$ cat src/source/cpuPackage.sv
`default_nettype none

package cpuPackage;

    localparam int memoryWords = 256;
    localparam int memoryAddressBits = 8;
    localparam int ledSelectBit = 31;   // Upper half of the map is the LED port

    localparam logic [6:0] opcodeOp = 7'b0110011;
    localparam logic [6:0] opcodeOpImm = 7'b0010011;
    localparam logic [6:0] opcodeLui = 7'b0110111;
    localparam logic [6:0] opcodeLoad = 7'b0000011;
    localparam logic [6:0] opcodeStore = 7'b0100011;
    localparam logic [6:0] opcodeBranch = 7'b1100011;
    localparam logic [6:0] opcodeJal = 7'b1101111;

    localparam logic [6:0] functSub = 7'b0100000;
    localparam logic [2:0] functBeq = 3'b000;
    localparam logic [2:0] functBne = 3'b001;

    // One instruction word, viewed in each RV32I format
    typedef union packed {
        struct packed {
            logic [6:0] funct7;
            logic [4:0] rs2;
            logic [4:0] rs1;
            logic [2:0] funct3;
            logic [4:0] rd;
            logic [6:0] opcode;
        } rType;
        struct packed {
            logic [11:0] imm;
            logic [4:0] rs1;
            logic [2:0] funct3;
            logic [4:0] rd;
            logic [6:0] opcode;
        } iType;
        struct packed {
            logic [6:0] immHigh;
            logic [4:0] rs2;
            logic [4:0] rs1;
            logic [2:0] funct3;
            logic [4:0] immLow;
            logic [6:0] opcode;
        } sType;
        struct packed {
            logic immSign;      // imm[12]
            logic [5:0] immHigh;    // imm[10:5]
            logic [4:0] rs2;
            logic [4:0] rs1;
            logic [2:0] funct3;
            logic [3:0] immLow;     // imm[4:1]
            logic immBit11;
            logic [6:0] opcode;
        } bType;
        struct packed {
            logic [19:0] imm;
            logic [4:0] rd;
            logic [6:0] opcode;
        } uType;
        struct packed {
            logic immSign;      // imm[20]
            logic [9:0] immLow;     // imm[10:1]
            logic immBit11;
            logic [7:0] immHigh;    // imm[19:12]
            logic [4:0] rd;
            logic [6:0] opcode;
        } jType;
    } instructionWord;

    typedef enum logic [1:0] {
        aluAdd,
        aluSub,
        aluPassB
    } aluOperation;

endpackage

`default_nettype wire

$ cat src/source/memoryBus.sv
`timescale 1ns/1ps
`default_nettype none

interface memoryBus;
    logic read;
    logic write;
    logic [31:0] address;
    logic [31:0] writeData;
    logic [31:0] readData;
    logic readDone;     // One-cycle pulse, readData valid with it
    logic writeDone;

    modport requester (
        output read, write, address, writeData,
        input  readData, readDone, writeDone
    );

    modport memory (
        input  read, write, address, writeData,
        output readData, readDone, writeDone
    );
endinterface

`default_nettype wire

$ cat src/source/peripheralDecoder.sv
`timescale 1ns/1ps
`default_nettype none

module peripheralDecoder (
    input  logic        Clock,
    input  logic        reset,
    memoryBus.memory    dataBus,
    memoryBus.requester ramBus,
    output logic [7:0]  led,
    output logic        ledStrobe
);
    import cpuPackage::*;

    logic ledSelect;

    assign ledSelect = dataBus.address[ledSelectBit];

    // RAM side sees only its own accesses
    assign ramBus.read = dataBus.read && !ledSelect;
    assign ramBus.write = dataBus.write && !ledSelect;
    assign ramBus.address = dataBus.address;
    assign ramBus.writeData = dataBus.writeData;

    // LED accesses complete in the same cycle
    assign dataBus.readData = ledSelect ? 32'd0 : ramBus.readData;
    assign dataBus.readDone = ledSelect ? dataBus.read : ramBus.readDone;
    assign dataBus.writeDone = ledSelect ? dataBus.write : ramBus.writeDone;

    always_ff @(posedge Clock) begin
        if (reset) begin
            led <= '0;
            ledStrobe <= 1'b0;
        end else begin
            ledStrobe <= 1'b0;
            if (ledSelect && dataBus.write) begin
                led <= dataBus.writeData[7:0];
                ledStrobe <= 1'b1;
            end
        end
    end

endmodule

`default_nettype wire

$ cat src/flat_wrapper.sv
// flat-port wrapper written by rule: the top's interface ports become plain ports
module peripheralDecoder_flat import cpuPackage::*;
  (Clock, reset, led, ledStrobe, dataBus_read, dataBus_write, dataBus_address, dataBus_writeData, dataBus_readData, dataBus_readDone, dataBus_writeDone, ramBus_read, ramBus_write, ramBus_address, ramBus_writeData, ramBus_readData, ramBus_readDone, ramBus_writeDone);
  memoryBus dataBus_i ();
  memoryBus ramBus_i ();
  input  logic Clock;
  input  logic reset;
  output logic [7:0] led;
  output logic ledStrobe;
  input wire logic [$bits(dataBus_i.read)-1:0] dataBus_read;
  input wire logic [$bits(dataBus_i.write)-1:0] dataBus_write;
  input wire logic [$bits(dataBus_i.address)-1:0] dataBus_address;
  input wire logic [$bits(dataBus_i.writeData)-1:0] dataBus_writeData;
  output wire logic [$bits(dataBus_i.readData)-1:0] dataBus_readData;
  output wire logic [$bits(dataBus_i.readDone)-1:0] dataBus_readDone;
  output wire logic [$bits(dataBus_i.writeDone)-1:0] dataBus_writeDone;
  output wire logic [$bits(ramBus_i.read)-1:0] ramBus_read;
  output wire logic [$bits(ramBus_i.write)-1:0] ramBus_write;
  output wire logic [$bits(ramBus_i.address)-1:0] ramBus_address;
  output wire logic [$bits(ramBus_i.writeData)-1:0] ramBus_writeData;
  input wire logic [$bits(ramBus_i.readData)-1:0] ramBus_readData;
  input wire logic [$bits(ramBus_i.readDone)-1:0] ramBus_readDone;
  input wire logic [$bits(ramBus_i.writeDone)-1:0] ramBus_writeDone;
  assign dataBus_i.read = dataBus_read;
  assign dataBus_i.write = dataBus_write;
  assign dataBus_i.address = dataBus_address;
  assign dataBus_i.writeData = dataBus_writeData;
  assign dataBus_readData = dataBus_i.readData;
  assign dataBus_readDone = dataBus_i.readDone;
  assign dataBus_writeDone = dataBus_i.writeDone;
  assign ramBus_read = ramBus_i.read;
  assign ramBus_write = ramBus_i.write;
  assign ramBus_address = ramBus_i.address;
  assign ramBus_writeData = ramBus_i.writeData;
  assign ramBus_i.readData = ramBus_readData;
  assign ramBus_i.readDone = ramBus_readDone;
  assign ramBus_i.writeDone = ramBus_writeDone;
  peripheralDecoder u_core (.Clock(Clock), .reset(reset), .dataBus(dataBus_i), .ramBus(ramBus_i), .led(led), .ledStrobe(ledStrobe));
endmodule
$ cat config.mk
export PLATFORM = sky130hd
export DESIGN_NAME = peripheralDecoder_flat
export DESIGN_NICKNAME = d
export VERILOG_FILES = /design/src/source/cpuPackage.sv /design/src/source/memoryBus.sv /design/src/source/peripheralDecoder.sv /design/src/flat_wrapper.sv
export SDC_FILE = /design/constraint.sdc
export NUM_CORES = 1
export LEC_CHECK = 0
export BUFFER_PORTS_ARGS = -buffer_cell sky130_fd_sc_hd__buf_4
export CAP_MARGIN = 20
export CORE_AREA = 2 2 81 83
export DETAILED_ROUTE_END_ITERATION = 8
export DIE_AREA = 0 0 83 85
export PLACE_DENSITY = 0.6
export SETUP_SLACK_MARGIN = 0.3
export SYNTH_ARGS = -nofsm -noshare
export SYNTH_HDL_FRONTEND = slang
export SYNTH_SLANG_ARGS = --single-unit
$ cat constraint.sdc
create_clock -name Clock -period 1.5 [get_ports Clock]
set_clock_uncertainty 0.2 [all_clocks]
set_input_delay 0.3 -clock Clock [delete_from_list [all_inputs] [get_ports Clock]]
set_output_delay 0.3 -clock Clock [all_outputs]
set_load 0.01 [all_outputs]
==> impl_metrics.json, run 1 <==
{
  "path_max_fanout": 7,
  "min_path_type": "in -> reg",
  "synth.distinct_cells": 17,
  "endpoint_kind": "primary output",
  "totalPowerFinal_w": 0.00110,
  "critPathLaunchType": "primary input",
  "hp-start": "reset",
  "r2r_slack_ns": 0.55,
  "syn_nets": 247,
  "clk_latency_ns": 0.23,
  "outcome": "complete, no violations",
  "drc_errors": 0,
  "grt_pass1_wl_mm": 5.06,
  "syn_to_final_growth_pct": 90.2,
  "period_minus_slack_ns": 1.36,
  "wl_per_cell_microns": 12.6,
  "finalCritPeriodShare_pct": 90.8,
  "ys_seq_area_share_pct": 15.7,
  "num_rows": 29,
  "cts_buffer_depth": 2,
  "syn_area_sq_um": 1150,
  "nNetsFinal": 293,
  "dr.first_iter.drc_count": 7,
  "grt_usage_pct": 8.71,
  "finalWirelength_mm": 3.37,
  "gp_congestion": 0.626,
  "antennaDiodeCount": 0,
  "grt_setup_unrepaired": "true",
  "grt_pass1_vias": 1030,
  "placeableCoreArea_sq_um": 6200,
  "vias": 1044,
  "pin_count": 211,
  "slew_violations": 0,
  "grt_max_degree": 17,
  "worst_pin_slew_ns": 0.151,
  "die-area_sq_um": 7060,
  "syn_area_per_cell_sq_um": 7.94,
  "antenna_found_initial": 0,
  "clkTransAtPathRegs_ns": 0.05,
  "crit_start": "dataBus_address[31]",
  "drive_gt1_share_pct": 87.9,
  "vias_per_cell": 3.91,
  "relSlewSlack_pct": 90.0,
  "io_buffers": 100,
  "cp.required_ns": 1.00,
  "max_freq_ghz": 0.734,
  "dpl.cell_count": 258,
  "stdcell_count": 267,
  "nFillCells": 625,
  "dp_hpwl_mm": 2.61,
  "cts_hold_buffers": 0,
  "worstPathArrival_ns": 0.86,
  "ff_latch_area_sq_um": 190,
  "cts_sinks": 9,
  "grt_overflow": 0,
  "cap_violations": 0,
  "synth_cells": 145,
  "vdd_ir_drop_max_mv": 0.401,
  "multi_input_area_sq_um": 674,
  "drtPass1Iterations": 3,
  "ys_ff_latch": 9,
  "cts_tree": "done",
  "final_cell_mix": "buf_4 (62), buf_6 (41), nor2b_4 (30)",
  "die_x_microns": 83,
  "setup_viol": 0,
  "setup_tns_ns": 0,
  "leakagePower_nw": 1.08,
  "final_common_cell": "buf_4",
  "power_per_cell_area_nw_per_um2": 500,
  "reg2reg_from": "u_core.led[3]",
  "ant_nets": 0,
  "die_h_microns": 85,
  "cts_max_level": 1,
  "hold_viol_final": 0,
  "cts_buffers": 3,
  "yosys_warnings": 0,
  "root_buffer": "clkbuf_8",
  "initial_core_util_pct": 18.6,
  "worstSetupPathType": "in -> out"
}
## area by class of cell
class,count,area share [%]
clock buffers,4,2.06
inverters,1,0.171
multi-input cells,62,30.8
flip-flops and latches,9,8.69
well taps,77,4.40
repair buffers,114,53.9
## cell families (layout without fill, tap and decap cells)
kind of cell | after synthesis | count (layout) | share of synthesized area [%]
buf+inv | 74 | 119 | 47.6
flops | 9 | 9 | 15.7
mux | 1 | 1 | 0.978
compound gates | 17 | 17 | 12.8
simple gates | 44 | 44 | 22.9
## Yosys cell counts, drive strengths merged
library cell | instances | area [sq um]
a21bo | 8 | 80.1
a21oi | 8 | 62.6
and2b | 3 | 22.5
buf | 72 | 541
clkbuf | 1 | 3.75
dfxtp | 9 | 180
inv | 1 | 3.75
mux2 | 1 | 11.3
nand2 | 1 | 3.75
nand3 | 8 | 40.0
nor2 | 1 | 3.75
nor2b | 31 | 194
o21ai | 1 | 5.00
## state kept, by name (all words and copies together) (netlist names)
register,cells
u_core.led,8
u_core.ledStrobe,1
## power breakdown
part	switching, W	internal [W]
registers	0.00000717	0.000253
logic	0.000192	0.000357
clock network	0.000101	0.000186
## routing by layer
metal | global-route usage (%) | share of wire (%) | up-vias
met1 | 9.09 | 35 | 473
li1 | - | - | 480
met4 | 3.43 | 1.3 | 0
met2 | 15.5 | 52 | 81
met3 | 3.79 | 12 | 10
met5 | 0 | 0 | -
## per-stage QoR
step / util [%] / hold slack, ns / setup WS (ns) / area, sq um
6_report: 35.3 / 0.122 / 0.138 / 2190
5_1_grt: 35.3 / 0.118 / 0.0958 / 2190
4_1_cts: 33.4 / 0.119 / 0.131 / 2070
3_5_place_dp: 28.9 / 0.366 / 0.0322 / 1790
3_3_place_gp: 28.9 / 0.363 / 0.0345 / 1790
2_1_floorplan: - / 0.247 / 0.244 / 1420
## repair_timing
item / 4_1_cts / 5_1_grt
pin swaps: 1 / 1
setup endpoints to repair: 38 / 52
buffers inserted: 1 / 0
hold endpoints to repair: 0 / 0
resized for setup: 40 / 28
cloned: 3 / 1
## worst max-delay path, stage by stage
cell	delay, ns
buf_16	0.12
buf_12	0.14
and2b_1	0.20
buf_6	0.10
## final timing paths
kind                          endpoint  cells past startpoint
hold / removal           u_core.led[7]                      2
hold reg to reg          u_core.led[1]                      2
setup reg to reg         u_core.led[3]                      2
setup / recovery  dataBus_readData[30]                      4
Power figures use the tool's default switching activity.
==> inputs of run 2 (changes only) <==
--- a/config.mk
+++ b/config.mk
@@ -7,10 +7,14 @@
 export LEC_CHECK = 0
 export BUFFER_PORTS_ARGS = -buffer_cell sky130_fd_sc_hd__buf_4
 export CAP_MARGIN = 20
-export CORE_AREA = 2 2 81 83
+export CELL_PAD_IN_SITES_DETAIL_PLACEMENT = 1
+export CELL_PAD_IN_SITES_GLOBAL_PLACEMENT = 1
+export CORE_ASPECT_RATIO = 0.8
+export CORE_MARGIN = 2
+export CORE_UTILIZATION = 15
+export CTS_CLUSTER_SIZE = 16
 export DETAILED_ROUTE_END_ITERATION = 8
-export DIE_AREA = 0 0 83 85
-export PLACE_DENSITY = 0.6
+export PLACE_DENSITY = 0.81
 export SETUP_SLACK_MARGIN = 0.3
 export SYNTH_ARGS = -nofsm -noshare
 export SYNTH_HDL_FRONTEND = slang
==> constraint.sdc (replaced) <==
create_clock -name Clock -period 1.47 [get_ports Clock]
set_clock_uncertainty 0.2 [all_clocks]
set_input_delay 0.294 -clock Clock [delete_from_list [all_inputs] [get_ports Clock]]
set_output_delay 0.294 -clock Clock [all_outputs]
set_load 0.01 [all_outputs]
==> run 2 against run 1 <==
Hold slack got worse by 0.0042 ns. Setup slack better by 0.0063 ns. Clock power is essentially flat. Cell count grew 8.6%. Combinational power fell by 10%. Clock-buffer cell count unchanged. Utilization decreased by 8.2 points. Largest cell class unchanged. Largest power group unchanged. Highest routed layer is now met3.
==> impl_metrics.json, run 2 (synthesis results as in run 1) <==
{
  "stdcell_count": 290,
  "vias": 1028,
  "critPathLaunchType": "primary input",
  "io_buffers": 100,
  "ant_nets": 0,
  "nNetsFinal": 288,
  "dr.first_iter.drc_count": 6,
  "hold_depth": 2,
  "utilization_pct": 27.1,
  "hold_ws_ns": 0.118,
  "dpl.cell_count": 283,
  "period_minus_slack_ns": 1.33,
  "clk_latency_ns": 0.23,
  "cts_tree": "done",
  "clkTransAtPathRegs_ns": 0.05,
  "wl_per_cell_microns": 12.2,
  "worstRegToRegCells": 3,
  "worstPathArrival_ns": 0.83,
  "grt_setup_unrepaired": "true",
  "drtPass1Iterations": 4,
  "relSlewSlack_pct": 90.2,
  "grt_pass1_wl_mm": 4.79,
  "reg2reg_from": "u_core.led[7]",
  "cp.required_ns": 0.98,
  "path_max_fanout": 5,
  "worstReg2RegEnd": "u_core.led[7]",
  "finalWirelength_mm": 3.53,
  "largest_register_ffs": 8,
  "antenna_found_initial": 0,
  "cts_sinks": 9,
  "final_cell_mix": "buf_4 (89), nor2b_4 (31), buf_6 (13)",
  "top_regs": "u_core.led: 8 flops, u_core.ledStrobe: 1 flops",
  "num_rows": 28,
  "final_common_cell": "buf_4",
  "die_x_microns": 102,
  "r2r_slack_ns": 0.46,
  "initial_core_util_pct": 15.5,
  "grt_max_degree": 12,
  "grt_overflow": 0,
  "worstSetupPathType": "in -> out",
  "endpoint_kind": "primary output",
  "root_buffer": "clkbuf_8",
  "die_h_microns": 82.4,
  "outcome": "complete, no violations",
  "nFillCells": 868,
  "min_path_type": "in -> reg",
  "hold_viol_final": 0,
  "largest_register": "u_core.led",
  "leakagePower_nw": 1.01,
  "vdd_ir_drop_max_mv": 0.267,
  "hp-start": "reset",
  "die-area_sq_um": 8400,
  "drive_gt1_share_pct": 88.1,
  "placeableCoreArea_sq_um": 7430,
  "vias_per_cell": 3.54,
  "antennaDiodeCount": 0,
  "gp_congestion": 0.670,
  "syn_to_final_growth_pct": 75.0,
  "grt_pass1_vias": 941,
  "cts_max_level": 1,
  "max_freq_ghz": 0.754,
  "pin_count": 211,
  "dp_hpwl_mm": 2.89,
  "cts_buffer_depth": 2,
  "cap_violations": 0,
  "setup_tns_ns": 0,
  "drc_errors": 0,
  "worst_pin_slew_ns": 0.148,
  "grt_usage_pct": 7.28,
  "power_per_cell_area_nw_per_um2": 520,
  "slew_violations": 0,
  "cts_buffers": 3,
  "hold_end": "u_core.led[3]",
  "finalCritPeriodShare_pct": 90.2,
  "cts_hold_buffers": 0,
  "setup_viol": 0
}
run 2: layer usage:
| metal | vias up | global-route usage [%] | share of wire (%) |
|---|---|---|---|
| li1 | 470 | - | - |
| met1 | 470 | 7.48 | 35 |
| met2 | 88 | 13.2 | 49 |
| met3 | 0 | 4.46 | 17 |
| met4 | 0 | 0.800 | 0 |
| met5 | - | 0 | 0 |
run 2: power by group:
group          switching, W  internal [W]
Sequential       0.00000691      0.000258
Combinational      0.000182      0.000312
Clock             0.0000998      0.000189
Total              0.000289      0.000759
run 2: worst max-delay path by stage:
stage,start,end,depth (start not counted)
3_5_place_dp,dataBus_address[31],dataBus_readData[18],4
5_1_grt,dataBus_address[31],dataBus_writeDone,5
3_3_place_gp,dataBus_address[31],dataBus_readData[0],4
4_1_cts,dataBus_address[31],dataBus_readDone,3
2_1_floorplan,dataBus_address[31],dataBus_readData[29],3
6_report,dataBus_address[31],dataBus_readDone,3
run 2: through the flow:
stage	worst slack [ns]	cell area, sq um	power [W]
global placement	0.0417	1800	0.000714
CTS	0.140	1990	0.00107
detailed placement	0.0270	1800	0.000724
finish	0.144	2010	0.00105
global route	0.134	2010	0.00111
floorplan	0.226	1420	0.000661
run 2: layout make-up:
| type | count | area, sq um | share of cell area [%] |
|---|---|---|---|
| multi-input cells | 62 | 678 | 33.7 |
| inverters | 1 | 3.75 | 0.186 |
| repair buffers | 109 | 965 | 47.9 |
| flip-flops and latches | 9 | 191 | 9.50 |
| clock buffers | 4 | 45.0 | 2.24 |
| well taps | 105 | 131 | 6.52 |
run 2: timing repair:
| item | in CTS | in global routing |
|---|---|---|
| resized for setup | 27 | 7 |
| pin swaps | 1 | 0 |
| setup buffers | 1 | 0 |
| setup endpoints to repair | 44 | 46 |
| gates cloned | 2 | 0 |
run 2: critical path, stage by stage:
cell and delay (ns):
buf_12 0.12, mux2_4 0.29, buf_6 0.12
==> inputs of run 3 (changes only) <==
==> constraint.sdc (replaced) <==
create_clock -name Clock -period 1.4 [get_ports Clock]
set_clock_uncertainty 0.2 [all_clocks]
set_input_delay 0.28 -clock Clock [delete_from_list [all_inputs] [get_ports Clock]]
set_output_delay 0.28 -clock Clock [all_outputs]
set_load 0.01 [all_outputs]
==> run 3 against run 2 <==
Register-to-register slack got worse by 0.03 ns. Critical path depth grew 1. Clock-buffer cell count unchanged. First-iteration DRC count rose to 3.8 times the previous value. Global-route usage shrank 0.16 points. Utilization shrank 0.25 points. Final area is 0.93% lower. Combinational power grew 4.3%. Largest cell class unchanged.
==> impl_metrics.json, run 3 (synthesis results as in run 1) <==
{
  "p_int_w": 0.000793,
  "initial_core_util_pct": 15.5,
  "power_frac_seq_pct": 25.4,
  "num_rows": 28,
  "power_per_cell_area_nw_per_um2": 550,
  "syn_to_final_growth_pct": 73.4,
  "root_buffer": "clkbuf_8",
  "leakagePower_nw": 1.00,
  "grt_usage_pct": 7.12,
  "hold_viol_final": 0,
  "clkTransAtPathRegs_ns": 0.05,
  "dr.first_iter.drc_count": 23,
  "cts_buffers": 3,
  "endpoint_kind": "primary output",
  "p_comb_share_pct": 47.0,
  "cts_tree": "done",
  "dp_hpwl_mm": 2.88,
  "final_common_cell": "buf_4",
  "outcome": "complete, no violations",
  "vdd_ir_drop_max_mv": 0.277,
  "vias": 1058,
  "totalPowerFinal_w": 0.00110,
  "die-area_sq_um": 8400,
  "grt_pass1_vias": 995,
  "period_minus_slack_ns": 1.31,
  "finalWirelength_mm": 3.55,
  "cts_sinks": 9,
  "gp_congestion": 0.663,
  "largest_register": "u_core.led",
  "cp.required_ns": 0.92,
  "nNetsFinal": 290,
  "clk_latency_ns": 0.23,
  "antenna_found_initial": 0,
  "top_regs": "u_core.led: 8 flops, u_core.ledStrobe: 1 flops",
  "die_x_microns": 102,
  "grt_max_degree": 13,
  "power_switching_w": 0.000305,
  "cts_max_level": 1,
  "antennaDiodeCount": 0,
  "setup_viol": 0,
  "drtPass1Iterations": 3,
  "critPathLaunchType": "primary input",
  "dpl.cell_count": 283,
  "slew_violations": 0,
  "max_freq_ghz": 0.764,
  "cts_buffer_depth": 2,
  "largest_register_ffs": 8,
  "worst_pin_slew_ns": 0.151,
  "worstPathArrival_ns": 0.83,
  "relSlewSlack_pct": 89.9,
  "pin_count": 211,
  "netSwitchingFraction_pct": 27.8,
  "final_cell_mix": "buf_4 (93), nor2b_4 (30), buf_6 (12)",
  "grt_overflow": 0,
  "cap_violations": 0,
  "die_h_microns": 82.4,
  "stdcell_count": 292,
  "wl_per_cell_microns": 12.2,
  "power.share.clock_pct": 27.7,
  "io_buffers": 100,
  "finalCritPeriodShare_pct": 93.5,
  "placeableCoreArea_sq_um": 7430,
  "vias_per_cell": 3.62,
  "path_max_fanout": 6,
  "ant_nets": 0,
  "worstSetupPathType": "in -> out",
  "grt_setup_unrepaired": "true",
  "drive_gt1_share_pct": 87.7,
  "min_path_type": "in -> reg",
  "drc_errors": 0,
  "grt_pass1_wl_mm": 4.69,
  "cts_hold_buffers": 0
}
run 3: cell count changes in the layout (fill, tap and decap cells not counted):
cell,previous run,this run
nor2b_4,31,30
o21ai_2,0,1
buf_4,89,93
buf_6,13,12
nor2b_1,0,1
o21ai_4,1,0
buf_16,2,1
buf_12,4,5
buf_8,1,0
run 3: worst paths after layout:
path	startpoint	to	slack, ns	cells after the start
worst max register to register	u_core.led[0]	u_core.led[0]	0.43	2
worst max-delay path	dataBus_address[31]	dataBus_readData[29]	0.09	4
worst min register to register	u_core.led[1]	u_core.led[1]	0.39	2
worst min-delay path	reset	u_core.led[7]	0.10	2
run 3: cell type report:
class	instances	area, sq um
Inverter	1	3.75
Sequential cell	9	191
Multi-Input combinational cell	62	663
Timing Repair Buffer	111	961
Fill cell	876	5430
Tap cell	105	131
Clock buffer	4	45.0
run 3: power groups by stage:
stage               logic (W)  registers [W]  clock network (W)
finish               0.000515       0.000279           0.000304
global placement     0.000476       0.000279                  0
CTS                  0.000520       0.000278           0.000318
global route         0.000550       0.000279           0.000334
detailed placement   0.000486       0.000279                  0
floorplan            0.000411       0.000284                  0
run 3: worst max-delay path: stages:
cell	delay [ns]
buf_12	0.13
buf_12	0.13
and2b_1	0.18
buf_4	0.11
run 3: metrics by stage:
stage	hold slack [ns]	instance area, sq um	setup TNS (ns)	util (%)	worst slack, ns
after detailed placement	0.358	1820	-0.00274	24.5	-0.00274
after CTS	0.102	1980	0	26.7	0.0806
final	0.103	2000	0	26.9	0.0910
after global routing	0.104	2000	0	26.9	0.0687
after floorplan	0.227	1420	0	-	0.184
after global placement	0.351	1820	0	24.5	0.0210
run 3: per-layer routing:
| metal | share of wire (%) | vias to the layer above | GRT usage, % | wire length [microns] |
|---|---|---|---|---|
| met3 | 17 | 2 | 5.05 | 606 |
| met4 | 0.056 | 0 | 1.20 | 2 |
| met5 | 0 | - | 0 | 0 |
| met1 | 33 | 498 | 7.13 | 1170 |
| met2 | 50 | 86 | 12.4 | 1780 |
| li1 | - | 472 | - | - |
run 3: repair_timing:
item | 4_1_cts | 5_1_grt
cloned | 1 | 0
setup endpoints to repair | 47 | 46
gates resized for setup | 26 | 1
pin swaps | 1 | 0
setup buffers | 2 | 2
