**src/source/cpuPackage.sv**
```systemverilog
`default_nettype none

package cpuPackage;

    localparam int memoryWords = 256;
    localparam int memoryAddressBits = 8;
    localparam int ledSelectBit = 31;   // Upper half of the map is the LED port

    localparam logic [6:0] opcodeOp = 7'b0110011;
    localparam logic [6:0] opcodeOpImm = 7'b0010011;
    localparam logic [6:0] opcodeLui = 7'b0110111;
    localparam logic [6:0] opcodeLoad = 7'b0000011;
    localparam logic [6:0] opcodeStore = 7'b0100011;
    localparam logic [6:0] opcodeBranch = 7'b1100011;
    localparam logic [6:0] opcodeJal = 7'b1101111;

    localparam logic [6:0] functSub = 7'b0100000;
    localparam logic [2:0] functBeq = 3'b000;
    localparam logic [2:0] functBne = 3'b001;

    // One instruction word, viewed in each RV32I format
    typedef union packed {
        struct packed {
            logic [6:0] funct7;
            logic [4:0] rs2;
            logic [4:0] rs1;
            logic [2:0] funct3;
            logic [4:0] rd;
            logic [6:0] opcode;
        } rType;
        struct packed {
            logic [11:0] imm;
            logic [4:0] rs1;
            logic [2:0] funct3;
            logic [4:0] rd;
            logic [6:0] opcode;
        } iType;
        struct packed {
            logic [6:0] immHigh;
            logic [4:0] rs2;
            logic [4:0] rs1;
            logic [2:0] funct3;
            logic [4:0] immLow;
            logic [6:0] opcode;
        } sType;
        struct packed {
            logic immSign;      // imm[12]
            logic [5:0] immHigh;    // imm[10:5]
            logic [4:0] rs2;
            logic [4:0] rs1;
            logic [2:0] funct3;
            logic [3:0] immLow;     // imm[4:1]
            logic immBit11;
            logic [6:0] opcode;
        } bType;
        struct packed {
            logic [19:0] imm;
            logic [4:0] rd;
            logic [6:0] opcode;
        } uType;
        struct packed {
            logic immSign;      // imm[20]
            logic [9:0] immLow;     // imm[10:1]
            logic immBit11;
            logic [7:0] immHigh;    // imm[19:12]
            logic [4:0] rd;
            logic [6:0] opcode;
        } jType;
    } instructionWord;

    typedef enum logic [1:0] {
        aluAdd,
        aluSub,
        aluPassB
    } aluOperation;

endpackage

`default_nettype wire

```
**src/source/arithmeticUnit.sv**
```systemverilog
`timescale 1ns/1ps
`default_nettype none

module arithmeticUnit (
    input  cpuPackage::aluOperation operation,
    input  logic [31:0]             operandA,
    input  logic [31:0]             operandB,
    output logic [31:0]             result,
    output logic                    equal
);
    import cpuPackage::*;

    // Shared by target, result and address computation
    always_comb begin
        case (operation)
            aluAdd: result = operandA + operandB;
            aluSub: result = operandA - operandB;
            aluPassB: result = operandB;   // LUI
            default: result = operandA + operandB;
        endcase
    end

    assign equal = (operandA == operandB);  // Branch condition

endmodule

`default_nettype wire

```
**config.mk**
```make
export PLATFORM = sky130hd
export DESIGN_NAME = arithmeticUnit
export DESIGN_NICKNAME = d
export VERILOG_FILES = /design/src/source/cpuPackage.sv /design/src/source/arithmeticUnit.sv
export SDC_FILE = /design/constraint.sdc
export NUM_CORES = 1
export LEC_CHECK = 0
export ABC_CLOCK_PERIOD_IN_PS = 3000
export BUFFER_PORTS_ARGS = -buffer_cell sky130_fd_sc_hd__clkbuf_2
export CAP_MARGIN = 20
export CORE_MARGIN = 5
export CORE_UTILIZATION = 35
export DETAILED_ROUTE_END_ITERATION = 8
export GPL_TIMING_DRIVEN = 0
export PLACE_DENSITY = 0.67
export SYNTH_ARGS = -nofsm -noshare
export SYNTH_HDL_FRONTEND = slang
export SYNTH_SLANG_ARGS = --single-unit
```
**constraint.sdc**
```tcl
create_clock -name vclk -period 3
set_input_delay 0.15 -clock vclk [all_inputs]
set_output_delay 0.15 -clock vclk [all_outputs]
set_load 0.1 [all_outputs]
```
==> PnR_summary.wiki, run 1 <==
{| class="wikitable"
! Metric !! Value
|-
| Gp weighted congestion || 0.946
|-
| Starting Density || 0.360
|-
| Endpoint class of the critical path || primary output
|-
| Tightest Hold Check Type || input port to primary output
|-
| Most frequent cells after synthesis || sky130_fd_sc_hd__a21oi_1 (80), sky130_fd_sc_hd__ha_1 (64), sky130_fd_sc_hd__inv_1 (64), sky130_fd_sc_hd__nor2_1 (57), sky130_fd_sc_hd__o21ai_0 (46)
|-
| RSZ-0062 raised after global routing || yes
|-
| Global-route wire length before repair || 26.0 mm
|-
| Area occupied by registers || 0 um^2
|-
| Data required time of the critical path || 2.85 ns
|-
| Launching element of the worst setup path || operandB[2]
|-
| Overall Power || 0.00217 W
|-
| Diodes inserted || 0
|-
| Largest area contributor in the netlist || sky130_fd_sc_hd__ha_1
|-
| Number of antenna violations at the first check in global routing || 0
|-
| Area of the mapped netlist || 4150 um^2
|-
| Worst Setup Path Type || input port to primary output
|-
| Number of standard cells in the final layout excluding fillers || 923
|-
| Clock period minus final worst setup slack || 3.24 ns
|-
| Largest fanout of any net on the critical path || 5
|-
| Critical path arrival || 3.09 ns
|-
| YS warnings || 0
|-
| Library cell with the highest instance count after synthesis || sky130_fd_sc_hd__a21oi_1
|-
| Final count of negative-setup-slack endpoints || 2
|-
| Power per Cell Area || 355 nW/um^2
|-
| NetSw || 0.00144 W
|-
| Overflow after GRT || 0
|-
| Die Footprint || 14100 um^2
|-
| Number of global-route vias before repair || 5206
|-
| Remaining antenna violation count || 0
|-
| Number of core rows || 39
|-
| Gate count after technology mapping || 646
|-
| Quantity of hold-fixing buffers added after cts || 0
|-
| # clk buffers || 0
|-
| Layout Nets || 914
|-
| Outcome || finished with violations
|-
| Total Negative Setup Slacks || -0.283 ns
|-
| Iteration-0 DRC Markers || 730
|-
| Clock network fraction of total power || 0
|-
| Number of library cell types mapped by synthesis || 69
|-
| Synth Area per Inst || 6.42 um^2
|-
| Max-cap violations || 0
|-
| Internal || 0.000735 W
|-
| Input/output buffers || 99
|-
| Worst Min Path Start || operandB[20]
|-
| Reg power frac || 0
|-
| Core ar. || 11500 um^2
|-
| Leading cell types by total area after synthesis || sky130_fd_sc_hd__ha_1 (19%), sky130_fd_sc_hd__a21oi_1 (9.7%), sky130_fd_sc_hd__inv_1 (5.8%), sky130_fd_sc_hd__o21ai_0 (5.6%), sky130_fd_sc_hd__nor2_1 (5.2%)
|-
| Max Clock Freq || 309 MHz
|-
| Flip-flop and latch count || 0
|-
| DIE HEIGHT || 119 um
|-
| Failing checks || setup timing
|-
| Residual DRC count || 0
|-
| Layout Cell Area excl Fill || 6120 um^2
|-
| Proportion of netlist area held by the largest area contributor || 0.193
|-
| Router iterations before antenna repair || 5
|-
| Worst VDD drop || 0.000240 V
|-
| Total track usage || 0.216
|-
| Placed instance count || 888
|-
| Combinational cell fraction of total power || 1.000
|-
| Number of placed I/O pins || 99
|-
| Average vias per placed instance || 6.04
|-
| Pin count of the biggest net entering global routing || 11
|-
| Worst relative slew slack || 0.324
|-
| Static Leakage || 2.75 nW
|-
| Dpl hpwl || 12.7 mm
|-
| Final number of hold-violating endpoints || 0
|-
| Worst slack on hold paths || 0.735 ns
|-
| Share of the clock period used by the worst path after layout || 1.08
|-
| Post-Synthesis Net Count || 778
|-
| Switching share of power || 0.662
|-
| WL/cell || 18.4 um
|-
| Share of post-route cells with drive strength above 1 || 0.347
|-
| Worst Setup Slack, final || -0.235 ns
|-
| Sort of element at the start of the critical path || input port
|-
| Die span in x || 119 um
|-
| Worst Tran Pin Value || 1.01 ns
|-
| Total number of vias || 5576
|-
| Detailed-route wire length || 17.0 mm
|-
| Relative area change from synthesis to final layout || 47.6%
|-
| Sequential share of the synthesized area || 0
|-
| Instance area after placement || 4950 um^2
|-
| Final Max Slew Viols || 0
|}
## repair_timing
item                       CTS  global route
pin swaps                   25            35
setup endpoints to repair   22            27
setup buffers               13            28
gates resized for setup    107           121
## per-layer routing
| layer | wire length [um] | global-route usage | part of all wire | up-vias |
|---|---|---|---|---|
| li1 | - | - | - | 2655 |
| met1 | 7390 | 0.305 | 0.44 | 2568 |
| met2 | 7670 | 0.360 | 0.45 | 315 |
| met3 | 1470 | 0.0180 | 0.087 | 38 |
| met4 | 432 | 0.0442 | 0.025 | 0 |
| met5 | 0 | 0 | 0 | - |
## cell usage in the layout (no fill, tap or decap), types with 16 or more instances in the layout
cell	count
sky130_fd_sc_hd__clkbuf_2	76
sky130_fd_sc_hd__a21oi_1	66
sky130_fd_sc_hd__nor2_1	54
sky130_fd_sc_hd__inv_1	52
sky130_fd_sc_hd__ha_1	48
sky130_fd_sc_hd__buf_4	44
sky130_fd_sc_hd__nand2_1	36
sky130_fd_sc_hd__o21ai_0	33
sky130_fd_sc_hd__buf_6	16
## worst paths after layout
path,end,cells past startpoint
max,result[31],14
min,result[20],3
## worst max-delay path: stages
cell and delay (ns):
sky130_fd_sc_hd__buf_4 0.10, sky130_fd_sc_hd__inv_2 0.04, sky130_fd_sc_hd__ha_4 0.29, sky130_fd_sc_hd__buf_4 0.13, sky130_fd_sc_hd__inv_2 0.04, sky130_fd_sc_hd__o2111a_1 0.16, sky130_fd_sc_hd__a2111oi_4 0.27, sky130_fd_sc_hd__a21o_1 0.29
sky130_fd_sc_hd__a21oi_4 0.10, sky130_fd_sc_hd__a21o_1 0.20, sky130_fd_sc_hd__and4_1 0.15, sky130_fd_sc_hd__or4_1 0.41, sky130_fd_sc_hd__or4b_4 0.53, sky130_fd_sc_hd__clkbuf_16 0.22
## kinds of logic after synthesis
kind of cell / share of synthesized area
AOI/OAI and AO/OA: 0.436
and+or+nand+nor: 0.206
buffers and inverters: 0.102
adders and majority gates: 0.203
xor gates and xnor gates: 0.0465
muxes: 0.00724
## cell type report
class / count / area (um^2)
timing repair buffer: 140 / 1110
multi-input combinational: 535 / 4350
buffer: 30 / 184
inverter: 75 / 302
tap: 143 / 179
fill: 1130 / 5390
## per-stage QoR
| step | util | worst slack, ns |
|---|---|---|
| after global placement | 0.430 | -0.699 |
| after CTS | 0.480 | -0.217 |
| after floorplan | - | -0.192 |
| final | 0.532 | -0.235 |
| after global routing | 0.532 | -0.353 |
| after detailed placement | 0.430 | -0.701 |
## power by group through the flow
stage	logic, W	clock network (W)	registers [W]
after detailed placement	0.00176	0	0
final	0.00217	0	0
after global routing	0.00228	0	0
after floorplan	0.00141	0	0
after CTS	0.00199	0	0
after global placement	0.00176	0	0
No activity file was read; power rests on OpenSTA's default activity.
==> inputs of run 2 (changes only) <==
--- a/config.mk
+++ b/config.mk
@@ -11,7 +11,6 @@
 export CORE_MARGIN = 5
 export CORE_UTILIZATION = 35
 export DETAILED_ROUTE_END_ITERATION = 8
-export GPL_TIMING_DRIVEN = 0
 export PLACE_DENSITY = 0.67
 export SYNTH_ARGS = -nofsm -noshare
 export SYNTH_HDL_FRONTEND = slang
==> PnR_summary.wiki, run 2 (synthesis results as in run 1) <==
{| class="wikitable"
! Metric !! Value
|-
| Outcome || finished with violations (unchanged)
|-
| Failing checks || setup timing (unchanged)
|-
| Worst Tran Pin Value || 0.646 ns (was 1.01 ns)
|-
| Max Clock Freq || 322 MHz (was 309 MHz)
|-
| Placed instance count || 974 (was 888)
|-
| Library cell appearing most often on the critical path || sky130_fd_sc_hd__a21o_1
|-
| Share of post-route cells with drive strength above 1 || 0.384 (was 0.347)
|-
| WL/cell || 17.5 um (was 18.4 um)
|-
| Diodes inserted || 0 (unchanged)
|-
| Router iterations before antenna repair || 6 (was 5)
|-
| # clk buffers || 0 (unchanged)
|-
| Final Max Slew Viols || 0 (unchanged)
|-
| Quantity of hold-fixing buffers added after cts || 0 (unchanged)
|-
| Overall Power || 0.00242 W (was 0.00217 W)
|-
| Global-route wire length before repair || 27.3 mm (was 26.0 mm)
|-
| Crit path cell chain || buf_8 > inv_4 > ha_4 > nor2b_4 > o2111a_1 > a2111oi_4 > a21o_1 > a21oi_2 > a21o_1 > and4_1 > or4_1 > or4b_4 > buf_12 (was buf_4 > inv_2 > ha_4 > buf_4 > inv_2 > o2111a_1 > a2111oi_4 > a21o_1 > a21oi_4 > a21o_1 > and4_1 > or4_1 > or4b_4 > clkbuf_16)
|-
| Slowest cell on the critical path || sky130_fd_sc_hd__or4b_4 (unchanged)
|-
| Worst path depth || 13 (was 14)
|-
| Core ar. || 11500 um^2 (unchanged)
|-
| Starting Density || 0.360 (unchanged)
|-
| M2 GR Usage || 0.381 (was 0.360)
|-
| Final count of negative-setup-slack endpoints || 1 (was 2)
|-
| Met3 Usage GRT || 0.0261 (was 0.0180)
|-
| Layout Cell Area excl Fill || 6660 um^2 (was 6120 um^2)
|-
| Number of placed I/O pins || 99 (unchanged)
|-
| Worst Setup Slack, final || -0.101 ns (was -0.235 ns)
|-
| Highest-count cells in the layout ignoring fill and taps || sky130_fd_sc_hd__buf_4 (133), sky130_fd_sc_hd__a21oi_1 (70), sky130_fd_sc_hd__clkbuf_2 (65) (was sky130_fd_sc_hd__clkbuf_2 (76), sky130_fd_sc_hd__a21oi_1 (66), sky130_fd_sc_hd__nor2_1 (54))
|-
| Static Leakage || 3.14 nW (was 2.75 nW)
|-
| Worst VDD drop || 0.000227 V (was 0.000240 V)
|-
| Total track usage || 0.224 (was 0.216)
|-
| WP buf/inv || 3 (was 5)
|-
| Power per Cell Area || 363 nW/um^2 (was 355 nW/um^2)
|-
| Die Footprint || 14100 um^2 (unchanged)
|-
| Endpoint class of the critical path || primary output (unchanged)
|-
| Largest fanout of any net on the critical path || 3 (was 5)
|-
| Share of the clock period used by the worst path after layout || 1.03 (was 1.08)
|-
| Worst stage delay on the critical path || 0.57 ns (was 0.53 ns)
|-
| Relative area change from synthesis to final layout || 60.5% (was 47.6%)
|-
| Iteration-0 DRC Markers || 739 (was 730)
|-
| Critical path arrival || 2.95 ns (was 3.09 ns)
|-
| Total number of vias || 5812 (was 5576)
|-
| Pin count of the biggest net entering global routing || 26 (was 11)
|-
| Dpl hpwl || 13.5 mm (was 12.7 mm)
|-
| Busiest grt layer || met2 (unchanged)
|-
| RSZ-0062 raised after global routing || yes (unchanged)
|-
| Layout Nets || 975 (was 914)
|-
| Data required time of the critical path || 2.85 ns (about the same)
|-
| Max-cap violations || 0 (unchanged)
|-
| Instance area after placement || 6190 um^2 (was 4950 um^2)
|-
| Met1 track demand over resource in global routing || 0.305 (about the same)
|-
| Worst Setup Path Type || input port to primary output (unchanged)
|-
| Sort of element at the start of the critical path || input port (unchanged)
|-
| Worst hold path depth || 3 (unchanged)
|-
| Tightest Hold Check Type || input port to primary output (unchanged)
|-
| Detailed-route wire length || 17.2 mm (was 17.0 mm)
|-
| Gp weighted congestion || 0.984 (was 0.946)
|-
| Number of core rows || 39 (unchanged)
|-
| Worst relative slew slack || 0.565 (was 0.324)
|-
| Area occupied by registers || 0 um^2 (unchanged)
|-
| Clock period minus final worst setup slack || 3.10 ns (was 3.24 ns)
|-
| Flip-flop and latch count || 0 (unchanged)
|-
| Final number of hold-violating endpoints || 0 (unchanged)
|-
| Worst path top cell family by delay || simple AND/OR/NAND/NOR gates (unchanged)
|-
| Most common library cell in the layout ignoring fill and taps || sky130_fd_sc_hd__buf_4 (was sky130_fd_sc_hd__clkbuf_2)
|-
| Residual DRC count || 0 (unchanged)
|-
| Remaining antenna violation count || 0 (unchanged)
|-
| Overflow after GRT || 0 (unchanged)
|-
| DIE HEIGHT || 119 um (unchanged)
|-
| Average vias per placed instance || 5.91 (was 6.04)
|-
| Number of standard cells in the final layout excluding fillers || 984 (was 923)
|-
| Input/output buffers || 99 (unchanged)
|-
| Number of global-route vias before repair || 5681 (was 5206)
|-
| Die span in x || 119 um (unchanged)
|-
| Number of antenna violations at the first check in global routing || 0 (unchanged)
|}
[run 2: metrics by stage]
stage | hold WS (ns) | utilization | setup WS (ns) | setup TNS [ns]
after floorplan | 0.616 | - | -0.192 | -0.354
after global placement | 0.715 | 0.537 | -0.183 | -0.499
after detailed placement | 0.720 | 0.537 | -0.225 | -0.830
after CTS | 0.725 | 0.552 | -0.112 | -0.112
after global routing | 0.748 | 0.578 | -0.221 | -0.380
final | 0.722 | 0.578 | -0.101 | -0.101
[run 2: metal layers]
layer	vias to the layer above	wire (um)
li1	2767	-
met3	44	1450
met2	323	8050
met4	0	406
met1	2678	7280
met5	-	0
[run 2: path summary, 6_finish.rpt]
kind | start | end | slack (ns)
worst max-delay path | operandB[1] | result[31] | -0.10
worst min-delay path | operandB[20] | result[20] | 0.72
[run 2: final cells by class]
type | instances | area [um^2]
fill | 1060 | 4860
inverter | 75 | 287
multi-input combinational | 535 | 4220
tap | 143 | 179
timing repair buffer | 231 | 1970
[run 2: what timing repair did]
| action | CTS | global route |
|---|---|---|
| pin swaps | 15 | 27 |
| setup endpoints to repair | 11 | 12 |
| setup buffers | 5 | 6 |
| gates resized for setup | 26 | 57 |
[run 2: power by group]
group	switching (W)	internal [W]
logic	0.00147	0.000949
clock network	0	0
registers	0	0
==> inputs of run 3 (changes only) <==
--- a/config.mk
+++ b/config.mk
@@ -5,7 +5,7 @@
 export SDC_FILE = /design/constraint.sdc
 export NUM_CORES = 1
 export LEC_CHECK = 0
-export ABC_CLOCK_PERIOD_IN_PS = 3000
+export ABC_CLOCK_PERIOD_IN_PS = 3100
 export BUFFER_PORTS_ARGS = -buffer_cell sky130_fd_sc_hd__clkbuf_2
 export CAP_MARGIN = 20
 export CORE_MARGIN = 5
==> constraint.sdc (replaced) <==
create_clock -name vclk -period 3.1
set_input_delay 0.155 -clock vclk [all_inputs]
set_output_delay 0.155 -clock vclk [all_outputs]
set_load 0.1 [all_outputs]
==> PnR_summary.wiki, run 3 (synthesis results as in run 1) <==
{| class="wikitable"
! Metric !! Value
|-
| Failing checks || setup timing (unchanged)
|-
| Final number of hold-violating endpoints || 0 (unchanged)
|-
| Router iterations before antenna repair || 5 (was 6)
|-
| Outcome || finished with violations (unchanged)
|-
| WL/cell || 17.2 um (was 17.5 um)
|-
| Total Negative Setup Slacks || -0.0137 ns (was -0.101 ns)
|-
| Static Leakage || 2.90 nW (was 3.14 nW)
|-
| Die Footprint || 14100 um^2 (unchanged)
|-
| Instance area after placement || 5870 um^2 (was 6190 um^2)
|-
| Residual DRC count || 0 (unchanged)
|-
| Worst stage delay on the critical path || 0.57 ns (about the same)
|-
| Tightest Hold Check Type || input port to primary output (unchanged)
|-
| Worst Tran Pin Value || 0.664 ns (was 0.646 ns)
|-
| Most common library cell in the layout ignoring fill and taps || sky130_fd_sc_hd__buf_4 (unchanged)
|-
| Input/output buffers || 99 (unchanged)
|-
| Clock period minus final worst setup slack || 3.11 ns
|-
| Placed instance count || 941 (was 974)
|-
| Layout Cell Area excl Fill || 6220 um^2 (was 6660 um^2)
|-
| Number of antenna violations at the first check in global routing || 0 (unchanged)
|-
| Library cell appearing most often on the critical path || sky130_fd_sc_hd__a21o_1 (unchanged)
|-
| Number of core rows || 39 (unchanged)
|-
| Global-route wire length before repair || 25.6 mm (was 27.3 mm)
|-
| Detailed-route wire length || 16.3 mm (was 17.2 mm)
|-
| Worst Min Path Start || operandB[10] (was operandB[20])
|-
| Hold worst-path end || result[10] (was result[20])
|-
| Final Max Slew Viols || 0 (unchanged)
|-
| Overflow after GRT || 0 (unchanged)
|-
| Diodes inserted || 0 (unchanged)
|-
| Largest fanout of any net on the critical path || 3 (unchanged)
|-
| Die span in x || 119 um (unchanged)
|-
| Worst relative slew slack || 0.553 (was 0.565)
|-
| Worst Setup Path Type || input port to primary output (unchanged)
|-
| Dpl hpwl || 13.0 mm (was 13.5 mm)
|-
| Routed length on met1 || 6.80 mm (was 7.28 mm)
|-
| Number of placed I/O pins || 99 (unchanged)
|-
| Number of global-route vias before repair || 5450 (was 5681)
|-
| Total length of routed met2 wires || 7.84 mm (was 8.05 mm)
|-
| Share of post-route cells with drive strength above 1 || 0.339 (was 0.384)
|-
| Gp weighted congestion || 0.980 (was 0.984)
|-
| # clk buffers || 0 (unchanged)
|-
| Length of routed met3 wiring || 1.29 mm (was 1.45 mm)
|-
| Critical path arrival || 2.96 ns (was 2.95 ns)
|-
| Max-cap violations || 0 (unchanged)
|-
| Slowest cell on the critical path || sky130_fd_sc_hd__or4b_4 (unchanged)
|-
| Iteration-0 DRC Markers || 574 (was 739)
|-
| Final count of negative-setup-slack endpoints || 1 (unchanged)
|-
| Share of the clock period used by the worst path after layout || 1.00
|-
| Worst Setup Slack, final || -0.0137 ns (was -0.101 ns)
|-
| Area occupied by registers || 0 um^2 (unchanged)
|-
| Data required time of the critical path || 2.94 ns (was 2.85 ns)
|-
| Highest-count cells in the layout ignoring fill and taps || sky130_fd_sc_hd__buf_4 (96), sky130_fd_sc_hd__a21oi_1 (68), sky130_fd_sc_hd__clkbuf_2 (65) (was sky130_fd_sc_hd__buf_4 (133), sky130_fd_sc_hd__a21oi_1 (70), sky130_fd_sc_hd__clkbuf_2 (65))
|-
| Relative area change from synthesis to final layout || 50.0% (was 60.5%)
|-
| Total track usage || 0.211 (was 0.224)
|-
| Flip-flop and latch count || 0 (unchanged)
|-
| Sort of element at the start of the critical path || input port (unchanged)
|-
| Remaining antenna violation count || 0 (unchanged)
|-
| Core ar. || 11500 um^2 (unchanged)
|-
| DIE HEIGHT || 119 um (unchanged)
|-
| Layout Nets || 937 (was 975)
|-
| Launching element of the worst setup path || operandA[1] (was operandB[1])
|-
| Pin count of the biggest net entering global routing || 27 (was 26)
|-
| RSZ-0062 raised after global routing || yes (unchanged)
|-
| Number of standard cells in the final layout excluding fillers || 946 (was 984)
|-
| Quantity of hold-fixing buffers added after cts || 0 (unchanged)
|-
| Crit path cell chain || buf_6 > ha_4 > nor2b_4 > o2111a_1 > a2111oi_4 > a21o_1 > a21oi_2 > a21o_1 > and4_1 > or4_4 > or4b_4 > buf_12 (was buf_8 > inv_4 > ha_4 > nor2b_4 > o2111a_1 > a2111oi_4 > a21o_1 > a21oi_2 > a21o_1 > and4_1 > or4_1 > or4b_4 > buf_12)
|-
| Worst hold path depth || 4 (was 3)
|-
| Top Layer Used || met4 (unchanged)
|-
| Endpoint class of the critical path || primary output (unchanged)
|-
| Power per Cell Area || 356 nW/um^2 (was 363 nW/um^2)
|-
| Max Clock Freq || 321 MHz
|-
| Worst slack on hold paths || 0.712 ns (was 0.722 ns)
|-
| Worst VDD drop || 0.000209 V (was 0.000227 V)
|-
| Starting Density || 0.360 (unchanged)
|-
| Total number of vias || 5556 (was 5812)
|-
| Average vias per placed instance || 5.87 (was 5.91)
|}
## run 3: cell types whose count changed in the layout (fill, tap and decap cells not counted), moves of 3 or more
cell	previous run	this run
sky130_fd_sc_hd__a21oi_4	3	0
sky130_fd_sc_hd__ha_1	48	51
sky130_fd_sc_hd__o21ai_0	35	38
sky130_fd_sc_hd__buf_4	133	96
sky130_fd_sc_hd__a21oi_2	8	13
sky130_fd_sc_hd__ha_2	7	4
## run 3: worst max-delay path by stage
stage | depth (start not counted) | endpoint | slack (ns)
6_report | 12 | result[31] | -0.01
4_1_cts | 13 | result[31] | -0.05
3_5_place_dp | 12 | result[31] | -0.17
3_3_place_gp | 13 | result[31] | -0.09
5_1_grt | 13 | result[31] | -0.10
2_1_floorplan | 11 | result[21] | -0.48
## run 3: worst max-delay path, delay by kind of cell
kind,cells,cell delay [ns]
adder cells (fa/ha/maj),1,0.28
AO/OA/AOI/OAI,5,1.07
AND/OR/NAND/NOR,4,1.16
buffers and inverters,2,0.29
## run 3: what timing repair did
action                                  in CTS  in global routing
pin swaps                                    1                 10
resized for setup                            9                 54
endpoints found under the setup margin       4                 13
buffers inserted                             0                  5
hold endpoints to repair                     0                  0
## run 3: final cells by class
cell class / count / area (um^2)
well taps: 143 / 179
fillers: 1116 / 5300
inverters: 75 / 288
multi-input cells: 535 / 4080
repair buffers: 193 / 1670
## run 3: stage by stage
step                      total power [W]   util  setup WS [ns]
after floorplan                   0.00134      -         -0.483
after global placement            0.00209  0.510        -0.0924
after detailed placement          0.00210  0.510         -0.170
after CTS                         0.00212  0.513        -0.0494
after global routing              0.00233  0.540         -0.103
final                             0.00221  0.540        -0.0137
## run 3: per-layer routing
metal	global-route usage	vias up
met5	0	-
met4	0.0543	0
met3	0.0227	47
met2	0.370	275
met1	0.275	2539
li1	-	2695
## run 3: where the power goes
part | total [W] | internal [W] | switching (W) | leakage [nW]
Clock | 0 | 0 | 0 | 0
Sequential | 0 | 0 | 0 | 0
Combinational | 0.00221 | 0.000848 | 0.00136 | 2.90
